[config.mk]
export PLATFORM = sky130hd
export DESIGN_NAME = tcdm_apb_regs
export DESIGN_NICKNAME = d
export VERILOG_FILES = /design/src/rtl/tcdm_pkg.sv /design/src/rtl/tcdm_apb_regs.sv
export SDC_FILE = /design/constraint.sdc
export NUM_CORES = 1
export LEC_CHECK = 0
export ABC_AREA = 1
export ABC_CLOCK_PERIOD_IN_PS = 2500
export CORE_ASPECT_RATIO = 1.5
export CORE_MARGIN = 4
export CORE_UTILIZATION = 53
export CTS_BUF_LIST = sky130_fd_sc_hd__clkbuf_8
export CTS_CLUSTER_SIZE = 14
export DETAILED_ROUTE_END_ITERATION = 8
export DONT_BUFFER_PORTS = 1
export GPL_ROUTABILITY_DRIVEN = 0
export GPL_TIMING_DRIVEN = 0
export HOLD_SLACK_MARGIN = 0.06
export PLACE_DENSITY = 0.69
export SLEW_MARGIN = 10
export SYNTH_ARGS = -nofsm -noshare
export SYNTH_HDL_FRONTEND = slang
export SYNTH_SLANG_ARGS = --single-unit
[constraint.sdc]
create_clock -name clk_i -period 2.5 [get_ports clk_i]
set_clock_uncertainty 0.15 [all_clocks]
set_input_delay 0.75 -clock clk_i [delete_from_list [all_inputs] [get_ports clk_i]]
set_output_delay 0.75 -clock clk_i [all_outputs]
set_load 0.01 [all_outputs]
[src/rtl/tcdm_pkg.sv]
// widths, test-and-set bit, arbitration policy type, apb offsets, address field helpers
package tcdm_pkg;

  parameter int unsigned ADDR_W = 32;
  parameter int unsigned DATA_W = 32;
  parameter int unsigned BE_W   = DATA_W / 8;
  parameter int unsigned TS_BIT = 20;
  parameter int unsigned ROW_W  = TS_BIT - 2; // widest row field, banks use the low bits

  typedef enum logic {
    ARB_ROUND_ROBIN = 1'b0,
    ARB_FIXED_PRIO  = 1'b1
  } arb_policy_e;

  parameter logic [ADDR_W-1:0] APB_CTRL_ADDR     = 32'h0000_0000;
  parameter logic [ADDR_W-1:0] APB_CONFLICT_ADDR = 32'h0000_0004;

  // word-interleaved, bank count is a power of two
  function automatic int unsigned bank_sel(input logic [ADDR_W-1:0] add,
                                           input int unsigned n_banks);
    return (add >> 2) % n_banks;
  endfunction

  // row above the bank bits, test-and-set bit excluded
  function automatic logic [ROW_W-1:0] bank_row(input logic [ADDR_W-1:0] add,
                                                input int unsigned n_banks);
    logic [ADDR_W-1:0] word;
    word = ADDR_W'(add[TS_BIT-1:2]) / n_banks;
    return word[ROW_W-1:0];
  endfunction

  // core index width, at least one bit
  function automatic int unsigned id_width(input int unsigned n_cores);
    return (n_cores > 1) ? $clog2(n_cores) : 1;
  endfunction

endpackage
[src/rtl/tcdm_apb_regs.sv]
// apb slave with the arbitration policy register and the contention counter
`timescale 1ns/1ps

module tcdm_apb_regs import tcdm_pkg::*; (
  input  logic              clk_i,
  input  logic              rst_ni,
  input  logic              psel_i,
  input  logic              penable_i,
  input  logic              pwrite_i,
  input  logic [ADDR_W-1:0] paddr_i,
  input  logic [DATA_W-1:0] pwdata_i,
  output logic [DATA_W-1:0] prdata_o,
  output logic              pready_o,
  output logic              pslverr_o,
  input  logic              conflict_i,
  output arb_policy_e       policy_o
);

  arb_policy_e       policy_q;
  logic [DATA_W-1:0] conflict_cnt_q;
  logic              access;
  logic              is_ctrl;
  logic              is_cnt;

  assign access  = psel_i & penable_i;   // access phase, always one cycle
  assign is_ctrl = (paddr_i == APB_CTRL_ADDR);
  assign is_cnt  = (paddr_i == APB_CONFLICT_ADDR);

  assign pready_o  = 1'b1;
  assign pslverr_o = access & (~(is_ctrl | is_cnt) | (is_cnt & pwrite_i));
  assign policy_o  = policy_q;

  always_comb begin
    prdata_o = '0;
    if (is_ctrl) prdata_o = DATA_W'(policy_q);
    else if (is_cnt) prdata_o = conflict_cnt_q;
  end

  always_ff @(posedge clk_i or negedge rst_ni) begin
    if (!rst_ni) begin
      policy_q <= ARB_ROUND_ROBIN;
    end else if (access && pwrite_i && is_ctrl) begin
      policy_q <= arb_policy_e'(pwdata_i[0]);  // new policy from next cycle on
    end
  end

  // saturating contention counter
  always_ff @(posedge clk_i or negedge rst_ni) begin
    if (!rst_ni) begin
      conflict_cnt_q <= '0;
    end else if (conflict_i && (conflict_cnt_q != '1)) begin
      conflict_cnt_q <= conflict_cnt_q + 1'b1;
    end
  end

endmodule

==> flow_summary.json <==
{
  "final_common_cell": "nand2_1",
  "final-setup-viol-count": 32,
  "drive_above_1_share_pct": 19.1,
  "power.total_uw": 1240,
  "antenna_cells": 0,
  "cp.buffers_inverters": 2,
  "arrival_ns": 1.73,
  "grt-ovfl-total": 0,
  "firstDrtPassIters": 4,
  "clk_latency_ns": 0.29,
  "syn_area_mm2": 0.00263,
  "place_hpwl_um": 5560,
  "fmax_mhz": 380,
  "path_clk_slew_ns": 0.07,
  "r2r_start": "conflict_cnt_q[0]",
  "yosysUniqueCellTypes": 23,
  "root_buffer": "clkbuf_8",
  "cap_violations": 0,
  "dieArea_mm2": 0.00617,
  "powerDensity_mw_per_mm2": 371,
  "vias": 2793,
  "clockBufferDepth": 2,
  "placedCellCount": 530,
  "finalCritPeriodShare_pct": 105,
  "ys_ff_latch": 33,
  "crit_type": "in -> out",
  "timing.rr.end": "conflict_cnt_q[21]",
  "cp_top_family": "simple AND/OR/NAND/NOR gates",
  "async_flop_share_pct": 100,
  "synthCells": 464,
  "initial_core_util_pct": 54.6,
  "peakVddDrop_mv": 0.298,
  "fin_cells": 548,
  "rows": 31,
  "ff2ff_path_depth": 11,
  "antenna_found_initial": 0,
  "final_cell_mix": "nand2_1, nor2_1, inv_1",
  "die_h_um": 94.2,
  "synth_ff_type": "dfrtp_1",
  "yosys_warnings": 0,
  "worst_setup_path_start_kind": "primary input",
  "syn_area_per_cell_um2": 5.66,
  "wl_um": 7540,
  "reg2reg_slack_ns": 0.32,
  "p_leak_uw": 0.00139,
  "vias_per_cell": 5.10,
  "max_stage_delay_ns": 0.20,
  "grt_max_degree": 34,
  "worst_path_most_repeated_cell": "nor2_4",
  "critPathCaptureType": "primary output",
  "fin_tns_setup_ns": -3.26,
  "drtIter0Drc": 146,
  "grt_pass1_vias": 2615,
  "ant_nets": 0,
  "crit_chain": "nor2_4 -> nand2_2 -> nor2_4 -> nand3_2 -> nor2_4 -> clkinv_4 -> clkbuf_16 -> nor2_4",
  "outcome": "finished with violations",
  "io-pin-count": 105,
  "hp-class": "in -> async",
  "grt_use_total_pct": 26.2,
  "cts_sinks": 33,
  "rsz0062_at_grt": "yes",
  "area_growth_pct": 27.6,
  "cts_buffers": 5,
  "hold_viol": 0,
  "seq_area_frac_synth_pct": 31.4,
  "syn-num-nets": 535,
  "die_x_um": 65.5,
  "synth-edff-count": 0,
  "violations": "negative setup slack",
  "fin_crit_ns": 2.63,
  "crit_path_top_delay_cell": "clkbuf_16",
  "wl_per_cell_um": 13.8,
  "fp.coreArea_mm2": 0.00481,
  "portBuffers": 0,
  "drc": 0,
  "grt_pass1_wl_um": 12300,
  "cp.required_ns": 1.60,
  "critPathMaxFanout": 7,
  "cts_tree": "done",
  "final_net_count": 553,
  "slew_violations": 0,
  "htree_num_levels": 2,
  "setup_slack_ns": -0.131
}
## Yosys cell counts, types with 2 or more instances
| cell type | instances | area (um^2) |
|---|---|---|
| buf_4 | 4 | 30.0 |
| buf_6 | 2 | 22.5 |
| clkbuf_1 | 3 | 11.3 |
| dfrtp_1 | 33 | 826 |
| inv_1 | 44 | 165 |
| nand2_1 | 211 | 792 |
| nand2_2 | 2 | 12.5 |
| nand2_4 | 2 | 22.5 |
| nand3_1 | 19 | 95.1 |
| nand4_1 | 3 | 18.8 |
| nor2_1 | 113 | 424 |
| nor2_4 | 2 | 22.5 |
| o21ai_0 | 6 | 30.0 |
| xor2_1 | 11 | 96.3 |
## state kept, by name, indices dropped and copies added (netlist names)
register	flops
conflict_cnt_q	32
policy_o	1
## power by group
| part | internal, uW | total (uW) | switching [uW] |
|---|---|---|---|
| Combinational | 73.5 | 201 | 127 |
| Clock | 215 | 421 | 207 |
| Sequential | 568 | 623 | 54.9 |
| Total | 856 | 1240 | 389 |
## timing repair
item | CTS | global route
buffers inserted | 3 | 4
pin swaps | 5 | 6
hold buffers | 1 | 0
setup endpoints to repair | 31 | 33
cloned | 3 | 0
hold endpoints to repair | 33 | 0
resized for setup | 47 | 22
## metrics by stage
stage          utilization (%)  worst slack, ns  instance area (um^2)  hold WS [ns]
2_1_floorplan                -          -0.0130                  2770         0.304
3_3_place_gp              59.2           -0.227                  2850         0.305
3_5_place_dp              59.2           -0.237                  2850         0.305
4_1_cts                   67.5           -0.132                  3250         0.140
5_1_grt                   69.7           -0.195                  3350         0.146
6_report                  69.7           -0.131                  3350         0.131
## routing by layer
metal  global-route usage, %  part of all wire [%]
met1                    29.8                    37
met2                    47.7                    54
met3                    3.59                   6.1
met4                    10.9                   2.5
met5                       0                     0
## worst max path at each step
stage	startpoint	end	depth (start not counted)
2_1_floorplan	paddr_i[16]	prdata_o[13]	8
3_3_place_gp	paddr_i[17]	prdata_o[16]	8
3_5_place_dp	paddr_i[17]	prdata_o[30]	8
4_1_cts	paddr_i[24]	prdata_o[15]	8
5_1_grt	paddr_i[21]	prdata_o[15]	8
6_report	paddr_i[21]	prdata_o[15]	8
## kinds of logic after synthesis
family          share of synthesized area [%]
other cells                             0.143
xor+xnor                                 4.00
compound gates                           1.62
flops                                    31.4
buf+inv                                  9.10
simple gates                             53.2
fa+ha+maj                               0.476
## area by class of cell
class | instances | area, um^2
plain buffers | 9 | 128
clock buffers | 6 | 82.6
clock inverters | 1 | 3.75
fillers | 456 | 1460
inverters | 46 | 180
multi-input cells | 376 | 1910
flip-flops and latches | 33 | 826
well taps | 66 | 82.6
repair buffers | 11 | 136
(Power assumes the default switching activity.)
