<file path="src/rtl/tcdm_pkg.sv">
// widths, test-and-set bit, arbitration policy type, apb offsets, address field helpers
package tcdm_pkg;

  parameter int unsigned ADDR_W = 32;
  parameter int unsigned DATA_W = 32;
  parameter int unsigned BE_W   = DATA_W / 8;
  parameter int unsigned TS_BIT = 20;
  parameter int unsigned ROW_W  = TS_BIT - 2; // widest row field, banks use the low bits

  typedef enum logic {
    ARB_ROUND_ROBIN = 1'b0,
    ARB_FIXED_PRIO  = 1'b1
  } arb_policy_e;

  parameter logic [ADDR_W-1:0] APB_CTRL_ADDR     = 32'h0000_0000;
  parameter logic [ADDR_W-1:0] APB_CONFLICT_ADDR = 32'h0000_0004;

  // word-interleaved, bank count is a power of two
  function automatic int unsigned bank_sel(input logic [ADDR_W-1:0] add,
                                           input int unsigned n_banks);
    return (add >> 2) % n_banks;
  endfunction

  // row above the bank bits, test-and-set bit excluded
  function automatic logic [ROW_W-1:0] bank_row(input logic [ADDR_W-1:0] add,
                                                input int unsigned n_banks);
    logic [ADDR_W-1:0] word;
    word = ADDR_W'(add[TS_BIT-1:2]) / n_banks;
    return word[ROW_W-1:0];
  endfunction

  // core index width, at least one bit
  function automatic int unsigned id_width(input int unsigned n_cores);
    return (n_cores > 1) ? $clog2(n_cores) : 1;
  endfunction

endpackage
</file>
<file path="src/rtl/tcdm_arb_ctrl.sv">
// per-bank arbitration with round-robin pointers, core grants and bank winner selects
`timescale 1ns/1ps

module tcdm_arb_ctrl import tcdm_pkg::*; #(
  parameter int unsigned N_CORES = 4,
  parameter int unsigned N_BANKS = 4,
  localparam int unsigned ID_W   = id_width(N_CORES)
) (
  input  logic                              clk_i,
  input  logic                              rst_ni,
  input  arb_policy_e                       policy_i,
  input  logic [N_CORES-1:0]                req_i,
  input  logic [N_CORES-1:0][ADDR_W-1:0]    add_i,
  output logic [N_CORES-1:0]                gnt_o,
  output logic [N_BANKS-1:0]                bank_req_o,
  output logic [N_BANKS-1:0][ID_W-1:0]      winner_o,
  output logic                              conflict_o
);

  logic [N_BANKS-1:0][N_CORES-1:0] bank_hit;   // requesters per bank
  logic [N_BANKS-1:0][ID_W-1:0]    rr_ptr_q;

  always_comb begin
    logic        found;
    int unsigned idx;
    bank_hit = '0;
    for (int c = 0; c < N_CORES; c++) begin
      if (req_i[c]) bank_hit[bank_sel(add_i[c], N_BANKS)][c] = 1'b1;
    end

    for (int b = 0; b < N_BANKS; b++) begin
      bank_req_o[b] = |bank_hit[b];
      winner_o[b]   = '0;
      found         = 1'b0;
      for (int k = 0; k < N_CORES; k++) begin
        // fixed priority scans from core 0, round-robin from the pointer
        if (policy_i == ARB_FIXED_PRIO) idx = k;
        else idx = (int'(rr_ptr_q[b]) + k) % N_CORES;
        if (bank_hit[b][idx] && !found) begin
          winner_o[b] = ID_W'(idx);
          found       = 1'b1;
        end
      end
    end

    for (int c = 0; c < N_CORES; c++) begin
      gnt_o[c] = req_i[c] && (winner_o[bank_sel(add_i[c], N_BANKS)] == ID_W'(c));
    end
    conflict_o = |(req_i & ~gnt_o);   // somebody lost this cycle
  end

  // pointer moves one past the winner of each served bank
  always_ff @(posedge clk_i or negedge rst_ni) begin
    if (!rst_ni) begin
      rr_ptr_q <= '0;
    end else if (policy_i == ARB_ROUND_ROBIN) begin
      for (int b = 0; b < N_BANKS; b++) begin
        if (bank_req_o[b]) rr_ptr_q[b] <= ID_W'((winner_o[b] + 1) % N_CORES);
      end
    end
  end

endmodule

</file>
<file path="config.mk">
export PLATFORM = sky130hd
export DESIGN_NAME = tcdm_arb_ctrl
export DESIGN_NICKNAME = d
export VERILOG_FILES = /design/src/rtl/tcdm_pkg.sv /design/src/rtl/tcdm_arb_ctrl.sv
export SDC_FILE = /design/constraint.sdc
export NUM_CORES = 1
export LEC_CHECK = 0
export BUFFER_PORTS_ARGS = -buffer_cell sky130_fd_sc_hd__buf_2
export CAP_MARGIN = 20
export CORE_ASPECT_RATIO = 0.75
export CORE_MARGIN = 3
export CORE_UTILIZATION = 37
export CTS_CLUSTER_SIZE = 14
export DETAILED_ROUTE_END_ITERATION = 6
export PLACE_DENSITY_LB_ADDON = 0.08
export REMOVE_ABC_BUFFERS = 1
export SLEW_MARGIN = 10
export SYNTH_ARGS = -nofsm -noshare
export SYNTH_HDL_FRONTEND = slang
export SYNTH_SLANG_ARGS = --single-unit
</file>
<file path="constraint.sdc">
create_clock -name clk_i -period 2.73 [get_ports clk_i]
set_input_delay 0 -clock clk_i [delete_from_list [all_inputs] [get_ports clk_i]]
set_output_delay 0 -clock clk_i [all_outputs]
set_load 0.01 [all_outputs]
</file>
==> metrics.txt <==
outcome finished with violations; failing checks negative setup slack; IO Port Bufs 31; worst hold slack ~160 ps; Mean Syn Cell Area around 7.3 µm²; Yosys top cell by area dfrtp_1; ys flop type dfrtp_1; synthesized area about 0.0019 mm²; Adder-Cell Fraction of Synth Area 0%; Global Route met3 Usage roughly 3.5%; min Tclk post-route slightly above 3000 ps; post-DR wirelength/cell between 15 and 20 µm; CTS Buf Count 3; worst vdd ir around 0.0003 V; total power ~1.9 mW; XOR/XNOR share of the synthesized area 3.20%; type of the most critical hold path input pin to async pin; # diodes 0; r2r endpoint rr_ptr_q[1]; first-pass GRT wire length 11000 µm; vias per inst roughly 6.0; DP Worst Slack -230 ps; multiplexer area fraction after synthesis roughly 5.8%; GP Congestion 0.960; DR pass1 iterations 5; Congestion Overflow GR 0; Yosys reg bits 8; H-tree level count 1; Unique masters post-synth 65; layout cell share with drive strength beyond 1 approximately two fifths; Detail Route Antenna Nets 0; area share of and/or/nand/nor cells after synthesis 41.1%; r2r setup slk 350 ps; Core Box Area between 0.004 and 0.005 mm²; Clock Skew just under 0.2 ps; r2r startpoint rr_ptr_q[0]; Die W between 80 and 90 µm; via count about 2.4k; Root Driver clkbuf_8; Ports between 150 and 200; most frequent cells in the layout buf_4, buf_2, nor2_1; max-cap violations 0; Crit path arrival time 3020 ps; initial antenna violation count 0; grt peak-use layer met2; Ys Warns 0; Top reg by flops rr_ptr_q; Crit Path Max Fanout 4; DR iter-0 viols 222; setup violators final 2; ys async rst share 100%; Die Footprint 0.00608 mm²; GRT Total Usage a little under a quarter; Pleak approximately 1.2 nW; Least-Margin Pin Slew approximately 420 ps; vias in the first global route roughly 2.2k; CTS tree yes; startpoint types flop; Worst-Skew Late Latency around 240 ps; gate count after technology mapping ~260; post-synth top area share about a tenth; Synth Area in Compound Gates a little under a third; max_slew headroom 71.7%; Row Count 21; Critical Path RT 2730 ps; largest net degree at the start of global routing 19; Cell Pwr Density slightly below 700 mW/mm²; setup_tns -322 ps; Critical Path Sink Type output port; Area Growth Syn to Fin 42.1%; Largest regs rr_ptr_q x8; most common cell after layout, fill and taps aside buf_4; clk slew on worst S/H paths 60 ps; layout net count roughly 500; largest family of logic cells by synthesized area simple AND/OR/NAND/NOR gates; final hold violations 0; dpl hpwl ~5100 µm; max reg flops 8; main area contributors after synthesis dfrtp_1, nor2_1, mux2i_1; worst setup margin -287 ps; final cycle utilization of the critical path 111%; Max Slew Vio Count 0; DRC violation count after routing 0; EDFF count, synth 0; Clock Tree Buf Depth 2; Max Fclk between 300 and 400 MHz; register area share after synthesis a little over a tenth; Starting Density roughly two fifths; critical path class flop to output port; GR met1 Demand/Resource 34.9%; worst reg2reg path depth 10; RSZ-0062 raised after global routing true; Post-Route WL about 6800 µm; clk sink count 8; Die H ~68 µm; met2 Usage GRT between 30% and 40%
worst max-delay path by stage:
stage | startpoint | end | slack [ps] | cells after the start
after floorplan | rr_ptr_q[0] | conflict_o | -190 | 9
after global placement | rr_ptr_q[0] | conflict_o | -130 | 10
after detailed placement | rr_ptr_q[0] | conflict_o | -230 | 10
after CTS | rr_ptr_q[0] | conflict_o | -210 | 10
after global routing | rr_ptr_q[0] | conflict_o | -410 | 13
final | rr_ptr_q[0] | conflict_o | -290 | 13
where the power goes:
part	switching, mW	internal, mW
registers	0.0593	0.165
logic	0.695	0.777
clock network	0.0628	0.0969
per-layer routing:
metal | up-vias | part of all wire (%) | wire [µm]
li1 | 1187 | - | -
met1 | 1135 | 49 | 3370
met2 | 104 | 43 | 2940
met3 | 9 | 6.7 | 458
met4 | 0 | 0.94 | 64
met5 | - | 0 | 0
synthesized netlist by cell type (2+ instances only):
library cell  number
nor3b_1            4
and3_1             4
a211oi_1           7
clkbuf_1           5
a31oi_1            4
mux2i_1           11
or3b_1             2
or4_1              2
a221oi_1           2
buf_6              7
and3b_1            7
o211ai_1           9
xnor2_1            7
buf_2              5
nor2b_1           10
o21ai_0           12
a211o_1            2
nand3b_1           8
dfrtp_1            8
o21ai_2            2
nor2_1            31
o22ai_1            2
inv_1              5
a21oi_1           19
a2111oi_0          2
o31a_1             2
nand3_1           14
nand2b_1           5
nor3b_2            3
o311ai_0           2
nand2_1           13
nand4_1            3
a32o_1             3
nor3_1            10
repair_timing:
| action | CTS | global route |
|---|---|---|
| resized for setup | 19 | 8 |
| pin swaps | 11 | 7 |
| hold endpoints to repair | 8 | 0 |
| endpoints found under the setup margin | 3 | 5 |
| hold buffers | 1 | 0 |
| buffers inserted | 5 | 3 |
layout make-up:
| class | instances | area (µm²) |
|---|---|---|
| fill | 449 | 2010 |
| tap | 57 | 71.3 |
| clock buffer | 3 | 41.3 |
| multi-input combinational | 231 | 1640 |
| timing repair buffer | 104 | 743 |
| inverter | 6 | 22.5 |
| sequential | 8 | 200 |
per-stage QoR:
| step | cell area (µm²) | utilization (%) | cells |
|---|---|---|---|
| floorplan | 1780 | - | 245 |
| global placement | 2500 | 52.8 | 397 |
| detailed placement | 2500 | 52.8 | 397 |
| CTS | 2660 | 56.3 | 406 |
| global route | 2720 | 57.5 | 409 |
| finish | 2720 | 57.5 | 409 |
worst max-delay path, cell delays in order, from the launching register on:
cell	delay, ps
dfrtp_1	370
nor2b_4	220
mux2i_1	230
mux2i_1	120
buf_4	160
nor3_2	150
buf_4	140
a22oi_4	80
buf_6	160
nor3_4	170
a2111oi_1	70
or4_1	530
a211o_1	240
buf_2	140
cell families after synthesis:
| group | after synthesis |
|---|---|
| mux | 11 |
| flops | 8 |
| xor+xnor | 7 |
| buf+inv | 24 |
| compound gates | 81 |
| simple gates | 132 |
No activity file was read; power rests on OpenSTA's default activity.
