File: config.mk
export PLATFORM = sky130hd
export DESIGN_NAME = tcdm_bank_flat
export DESIGN_NICKNAME = d
export VERILOG_FILES = /design/src/rtl/tcdm_pkg.sv /design/src/rtl/tcdm_intf.sv /design/src/rtl/tcdm_bank.sv /design/src/flat_wrapper.sv
export SDC_FILE = /design/constraint.sdc
export NUM_CORES = 1
export LEC_CHECK = 0
export ABC_AREA = 1
export BUFFER_PORTS_ARGS = -buffer_cell sky130_fd_sc_hd__buf_2
export CORE_ASPECT_RATIO = 0.9
export CORE_MARGIN = 10
export CORE_UTILIZATION = 30
export CTS_BUF_LIST = sky130_fd_sc_hd__clkbuf_16
export DETAILED_ROUTE_END_ITERATION = 10
export HOLD_SLACK_MARGIN = 0.08
export PLACE_DENSITY_LB_ADDON = 0.3
export SETUP_SLACK_MARGIN = 0.15
export SLEW_MARGIN = 10
export SYNTH_ARGS = -nofsm -noshare
export SYNTH_HDL_FRONTEND = slang
export SYNTH_SLANG_ARGS = --single-unit
export TNS_END_PERCENT = 1
File: constraint.sdc
create_clock -name clk_i -period 1.1 [get_ports clk_i]
set_clock_uncertainty 0.1 [all_clocks]
set_input_delay 0.055 -clock clk_i [delete_from_list [all_inputs] [get_ports clk_i]]
set_output_delay 0.055 -clock clk_i [all_outputs]
set_load 0.03 [all_outputs]
File: src/rtl/tcdm_pkg.sv
// widths, test-and-set bit, arbitration policy type, apb offsets, address field helpers
package tcdm_pkg;

  parameter int unsigned ADDR_W = 32;
  parameter int unsigned DATA_W = 32;
  parameter int unsigned BE_W   = DATA_W / 8;
  parameter int unsigned TS_BIT = 20;
  parameter int unsigned ROW_W  = TS_BIT - 2; // widest row field, banks use the low bits

  typedef enum logic {
    ARB_ROUND_ROBIN = 1'b0,
    ARB_FIXED_PRIO  = 1'b1
  } arb_policy_e;

  parameter logic [ADDR_W-1:0] APB_CTRL_ADDR     = 32'h0000_0000;
  parameter logic [ADDR_W-1:0] APB_CONFLICT_ADDR = 32'h0000_0004;

  // word-interleaved, bank count is a power of two
  function automatic int unsigned bank_sel(input logic [ADDR_W-1:0] add,
                                           input int unsigned n_banks);
    return (add >> 2) % n_banks;
  endfunction

  // row above the bank bits, test-and-set bit excluded
  function automatic logic [ROW_W-1:0] bank_row(input logic [ADDR_W-1:0] add,
                                                input int unsigned n_banks);
    logic [ADDR_W-1:0] word;
    word = ADDR_W'(add[TS_BIT-1:2]) / n_banks;
    return word[ROW_W-1:0];
  endfunction

  // core index width, at least one bit
  function automatic int unsigned id_width(input int unsigned n_cores);
    return (n_cores > 1) ? $clog2(n_cores) : 1;
  endfunction

endpackage
File: src/rtl/tcdm_intf.sv


interface tcdm_bank_intf import tcdm_pkg::*; #(
  parameter int unsigned ID_W = 2
) ();
  logic              req;
  logic              wen;
  logic [ROW_W-1:0]  row;
  logic [DATA_W-1:0] wdata;
  logic [BE_W-1:0]   be;
  logic              ts;    // test-and-set read
  logic [ID_W-1:0]   id;
  logic              r_valid;
  logic [DATA_W-1:0] r_rdata;
  logic [ID_W-1:0]   r_id;

  modport xbar (output req, wen, row, wdata, be, ts, id, input r_valid, r_rdata, r_id);
  modport bank (input req, wen, row, wdata, be, ts, id, output r_valid, r_rdata, r_id);
endinterface

File: src/rtl/tcdm_bank.sv
// single memory bank with byte-enable writes, test-and-set and registered response
`timescale 1ns/1ps

module tcdm_bank import tcdm_pkg::*; #(
  parameter int unsigned BANK_DEPTH = 16,
  parameter int unsigned ID_W       = 2
) (
  input logic         clk_i,
  input logic         rst_ni,
  tcdm_bank_intf.bank bus
);

  localparam int unsigned IDX_W = (BANK_DEPTH > 1) ? $clog2(BANK_DEPTH) : 1;

  logic [DATA_W-1:0] mem [BANK_DEPTH];
  logic [IDX_W-1:0]  idx;
  logic              r_valid_q;
  logic [DATA_W-1:0] r_rdata_q;
  logic [ID_W-1:0]   r_id_q;

  assign idx = bus.row[IDX_W-1:0];

  always_ff @(posedge clk_i or negedge rst_ni) begin
    if (!rst_ni) begin
      mem       <= '{default: '0};
      r_valid_q <= 1'b0;
    end else begin
      r_valid_q <= bus.req;   // every request is accepted
      if (bus.req && bus.ts) begin
        mem[idx] <= '1;       // lock taken, old word goes back
      end else if (bus.req && !bus.wen) begin
        for (int i = 0; i < BE_W; i++) begin
          if (bus.be[i]) mem[idx][8*i +: 8] <= bus.wdata[8*i +: 8];
        end
      end
    end
  end

  always_ff @(posedge clk_i) begin
    if (bus.req) begin
      r_id_q    <= bus.id;
      r_rdata_q <= bus.wen ? mem[idx] : '0;  // writes answer with zero
    end
  end

  assign bus.r_valid = r_valid_q;
  assign bus.r_rdata = r_rdata_q;
  assign bus.r_id    = r_id_q;

endmodule

File: src/flat_wrapper.sv
// flat-port wrapper written by rule: the top's interface ports become plain ports
module tcdm_bank_flat import tcdm_pkg::*;
#(
  parameter int unsigned BANK_DEPTH = 16,
  parameter int unsigned ID_W       = 2
)
  (clk_i, rst_ni, bus_req, bus_wen, bus_row, bus_wdata, bus_be, bus_ts, bus_id, bus_r_valid, bus_r_rdata, bus_r_id);
  tcdm_bank_intf #(.ID_W(ID_W)) bus_i ();
  input logic clk_i;
  input logic rst_ni;
  input wire logic [$bits(bus_i.req)-1:0] bus_req;
  input wire logic [$bits(bus_i.wen)-1:0] bus_wen;
  input wire logic [$bits(bus_i.row)-1:0] bus_row;
  input wire logic [$bits(bus_i.wdata)-1:0] bus_wdata;
  input wire logic [$bits(bus_i.be)-1:0] bus_be;
  input wire logic [$bits(bus_i.ts)-1:0] bus_ts;
  input wire logic [$bits(bus_i.id)-1:0] bus_id;
  output wire logic [$bits(bus_i.r_valid)-1:0] bus_r_valid;
  output wire logic [$bits(bus_i.r_rdata)-1:0] bus_r_rdata;
  output wire logic [$bits(bus_i.r_id)-1:0] bus_r_id;
  assign bus_i.req = bus_req;
  assign bus_i.wen = bus_wen;
  assign bus_i.row = bus_row;
  assign bus_i.wdata = bus_wdata;
  assign bus_i.be = bus_be;
  assign bus_i.ts = bus_ts;
  assign bus_i.id = bus_id;
  assign bus_r_valid = bus_i.r_valid;
  assign bus_r_rdata = bus_i.r_rdata;
  assign bus_r_id = bus_i.r_id;
  tcdm_bank #(.BANK_DEPTH(BANK_DEPTH), .ID_W(ID_W)) u_core (.clk_i(clk_i), .rst_ni(rst_ni), .bus(bus_i));
endmodule
==> results.md <==
Outcome:
- The flow ran to the end, but the final reports show violations.
- The checks that failed: negative hold slack, negative setup slack.

Critical path:
- Counting both buffers and inverters, the worst setup path holds a total of 1.
- The arrival time reported for the critical path endpoint is 1750 ps.
- The worst stage delay on the critical path is 380 ps.
- The category of the critical setup timing path is reg2reg.
- Grouping stages by cell kind, the critical path spends the most delay in simple AND/OR/NAND/NOR gates.
- Tracing the worst setup path back leads to its startpoint at u_core.mem[270]$_DFFE_PN0P_.
- The signal on the critical path passes through nand2_1 -> nand2_1 -> nand2_2 -> nand2_2 -> nand2_2 -> nand2_2 -> nor2_2 -> nor2_1 -> buf_4.
- Among all stages on the critical path, the largest delay is contributed by sky130_fd_sc_hd__dfrtp_1.
- At the worst endpoint, the required time is 1390 ps.
- The worst setup path is launched from a flip-flop.
- For flop-to-flop paths, the worst setup slack is -360 ps.
- In this run the critical register-to-register path is launched from u_core.mem[270]$_DFFE_PN0P_.
- The cell that appears most often on the critical path is sky130_fd_sc_hd__nand2_2.
- STA classifies the critical path endpoint as a flip-flop.
- Of all nets on the critical path, the largest fanout is 2.

Timing:
- The worst hold slack across all endpoints is -510.3 ps.
- The normalized max-slew margin is 0.6939.
- Derived from the worst setup path, the maximum achievable clock frequency is 0.6853 GHz.
- Setup violations remaining at the end of the flow were counted as 67.
- The total negative slack is -16860 ps.
- The time the final worst path needs with I/O delays and setup is 1459 ps.
- The number of hold-slack violations in the final timing report is 442.
- Dividing the final minimum period by the clock period gives 1.326.
- The count of final max-slew check failures is 0.
- At the pin with the least slew margin, the transition time is 459.2 ps.
- Setup repair after global routing could not meet its margin everywhere.
- The setup slack of the critical path after layout is -359.1 ps.

Clocking:
- The tree built by TritonCTS fans out to 547 sinks.
- TritonCTS built the clock tree.
- The buffer depth of the longest clock path is 3.
- The number of clock buffers inserted by TritonCTS is 61.
- The number of H-tree levels is 2.
- The clock-pin slew on the worst setup and hold paths is 60 ps.
- Clock latency on the worst-skew pair, taken at its later pin, is 640 ps.
- CTS placed an instance of sky130_fd_sc_hd__clkbuf_16 at the clock tree root.

Synthesis:
- Synthesis handed over a netlist of 4297 instances.
- Of the post-synthesis cell area, the part taken by muxes is 0.
- The share of the Yosys chip area taken by registers is 0.4724.
- The simple-gate area share of the yosys netlist is 0.4678.
- The flip-flop and latch count after synthesis is 547.
- The summed instance area of the synthesized netlist is 0.02934 mm^2.
- Of the total synthesized cell area, the portion taken by XOR and XNOR cells is 0.
- Synthesis instantiated 18 different standard cells from the library.
- The compound-cell area share of the yosys netlist is 0.02730.
- The synthesized area divided by synthesized cell count is 6.827 um^2.
- The Yosys warning count is 0.
- The number of nets in the synthesized netlist is 4358.
- By area, the combinational part of the netlist is dominated by simple AND/OR/NAND/NOR gates.
- The synthesized-area fraction occupied by adder cells is 0.

Floorplan:
- The floorplan step set the die height to 316.7 um.
- The placeable core region is 0.09675 mm^2.
- After floorplanning, the core was divided into 108 placement rows.
- The initial utilization of the core area, before any placement, comes to 0.3032.
- The horizontal die dimension is 349.6 um.
- The floorplan step defined a die boundary enclosing 0.1107 mm^2.
- For this design the top-level I/O count stands at 96.

Place:
- The post-detailed-placement cell area is 0.03573 mm^2.
- The cell count after placement is 5969.
- At the end of routability-driven placement, the weighted congestion stood at 0.8659.
- Buffers placed on the I/O ports in this run total 81.
- After legalization and detailed placement, the total HPWL measured 74500 um.

Routing:
- The detail route stage leaves a number of antenna-violating nets equal to 0.
- The mean number of vias per cell is 4.625.
- The first detailed-routing pass took 5 iterations.
- The total length of routed wires is 106600 um.
- The wire length per cell after detailed routing is 17.36 um.
- The number of DRC violations after detailed routing is 0.
- After the first detailed-routing iteration, the DRC count stood at 2274.
- The overall via count from detail_route is 28400.

Final layout:
- Fill cells in the final layout number 10030.
- The ratio of cells with drive above 1 in the final layout is 0.2215.
- The signed area change from the synthesized netlist to the final layout is 34.25%.
- With fillers left out, the area of the finished cells amounts to 0.03939 mm^2.
- The count of cells in the finished layout, fillers not included, comes to 6141.
- The number of nets at the end of the flow is 4888.

Global routing:
- The via count of the first global-routing pass was 27130.
- The first global-routing pass estimated 163900 um of wire.
- The maximum number of pins on one net before global-route repair is 48.
- The number of antenna violations at the first check in global routing is 2.
- The total overflow left after global routing is 0.
- The overall global routing resource usage is 0.1897.

Pwr:
- The analysis attributes to cell leakage a power of 20.50 nW.
- Across the VDD grid, the largest voltage drop is 1272 uV.
- The power density relative to cell area is 1655 mW/mm^2.
- The total power is 65.20 mW.

Run:
- Across the run, the number of max-cap violations was 0.

Hold path:
- The tightest min-delay check is of the in2async type.
-- cell type report --
class	instances	area [um^2]	area share
Multi-Input combinational cell	3522	15360	0.3901
Sequential cell	547	13860	0.3519
Timing Repair Buffer	615	6299	0.1599
Tap cell	1265	1583	0.04019
Clock buffer	63	1577	0.04003
Inverter	80	391.6	0.009943
Clock inverter	48	311.5	0.007910
Antenna cell	1	2.502	0.00006354
-- what timing repair did --
item | 4_1_cts | 5_1_grt
hold buffers | 49 | 6
endpoints found under the setup margin | 348 | 587
buffers inserted | 1 | 4
pin swaps | 56 | 35
gates resized for setup | 212 | 180
endpoints found under the hold margin | 1067 | 530
-- worst reg2reg max path: stages, from the launching register on --
cell and delay [ps]:
sky130_fd_sc_hd__dfrtp_1 380, sky130_fd_sc_hd__nand2_1 80, sky130_fd_sc_hd__nand2_1 70, sky130_fd_sc_hd__nand2_2 70, sky130_fd_sc_hd__nand2_2 70, sky130_fd_sc_hd__nand2_2 70, sky130_fd_sc_hd__nand2_2 50, sky130_fd_sc_hd__nor2_2 90
sky130_fd_sc_hd__nor2_1 40, sky130_fd_sc_hd__buf_4 170
-- report_power, final --
| group | internal [mW] | switching [mW] | total [mW] |
|---|---|---|---|
| Combinational | 7.58 | 9.12 | 16.7 |
| Clock | 11.2 | 8.85 | 20.0 |
| Sequential | 25.4 | 3.04 | 28.5 |
-- synth_stat cells, drive strengths merged --
master | instances | share of area
nor2 | 1740 | 0.25
edfxtp | 34 | 0.035
inv | 80 | 0.011
dfrtp | 513 | 0.44
clkbuf | 93 | 0.012
a21oi | 160 | 0.027
nand2 | 1622 | 0.21
buf | 55 | 0.0099
-- sequential cells by signal, indices dropped and copies added (netlist names) --
signal and cells:
u_core.bus.r_id 2, u_core.mem 512, u_core.bus.r_rdata 32, u_core.bus.r_valid 1
-- final timing paths --
check | depth (start not counted) | to
min in group clk_i | 6 | u_core.mem[92]$_DFFE_PN0P_
worst max-delay path | 9 | u_core.bus.r_rdata[14]$_SDFFCE_PN0P_
max in group asynchronous | 9 | u_core.mem[475]$_DFFE_PN0P_
worst max register to register | 9 | u_core.bus.r_rdata[14]$_SDFFCE_PN0P_
worst min register to register | 2 | u_core.mem[422]$_DFFE_PN0P_
worst min-delay path | 5 | u_core.mem[375]$_DFFE_PN0P_
-- per-stage QoR --
step / util / hold slack, ps / worst slack, ps
floorplan: - / -340.6 / -238.7
global route: 0.4070 / -518.9 / -415.9
finish: 0.4071 / -510.3 / -359.1
CTS: 0.4011 / -532.1 / -360.3
global placement: 0.3693 / -167.5 / -745.7
detailed placement: 0.3693 / -171.1 / -768.6
-- layout by cell type, fill, tap and decap left out, types with 44 or more instances in the layout --
| cell type | n |
|---|---|
| sky130_fd_sc_hd__buf_4 | 364 |
| sky130_fd_sc_hd__clkbuf_16 | 64 |
| sky130_fd_sc_hd__nor2_2 | 102 |
| sky130_fd_sc_hd__nand2_1 | 1450 |
| sky130_fd_sc_hd__buf_12 | 115 |
| sky130_fd_sc_hd__nand2_2 | 138 |
| sky130_fd_sc_hd__nor2_4 | 70 |
| sky130_fd_sc_hd__buf_6 | 44 |
| sky130_fd_sc_hd__buf_2 | 44 |
| sky130_fd_sc_hd__nor2_1 | 1535 |
| sky130_fd_sc_hd__a21oi_1 | 158 |
| sky130_fd_sc_hd__dfrtp_1 | 513 |
-- cells by family (layout without fill, tap and decap cells) --
| logic type | Yosys count | in the layout |
|---|---|---|
| AOI/OAI and AO/OA | 160 | 160 |
| buffers and inverters | 228 | 806 |
| DFF | 547 | 547 |
| other | 0 | 1 |
| and+or+nand+nor | 3362 | 3362 |
-- routing by layer --
metal,vias to the layer above,track usage,share of wire
li1,14100,-,-
met1,13300,0.2717,0.47
met4,4,0.05326,0.027
met3,160,0.03659,0.072
met2,845,0.2884,0.43
met5,-,0,0.00021
Note: power is estimated with default switching activity, not from simulation.
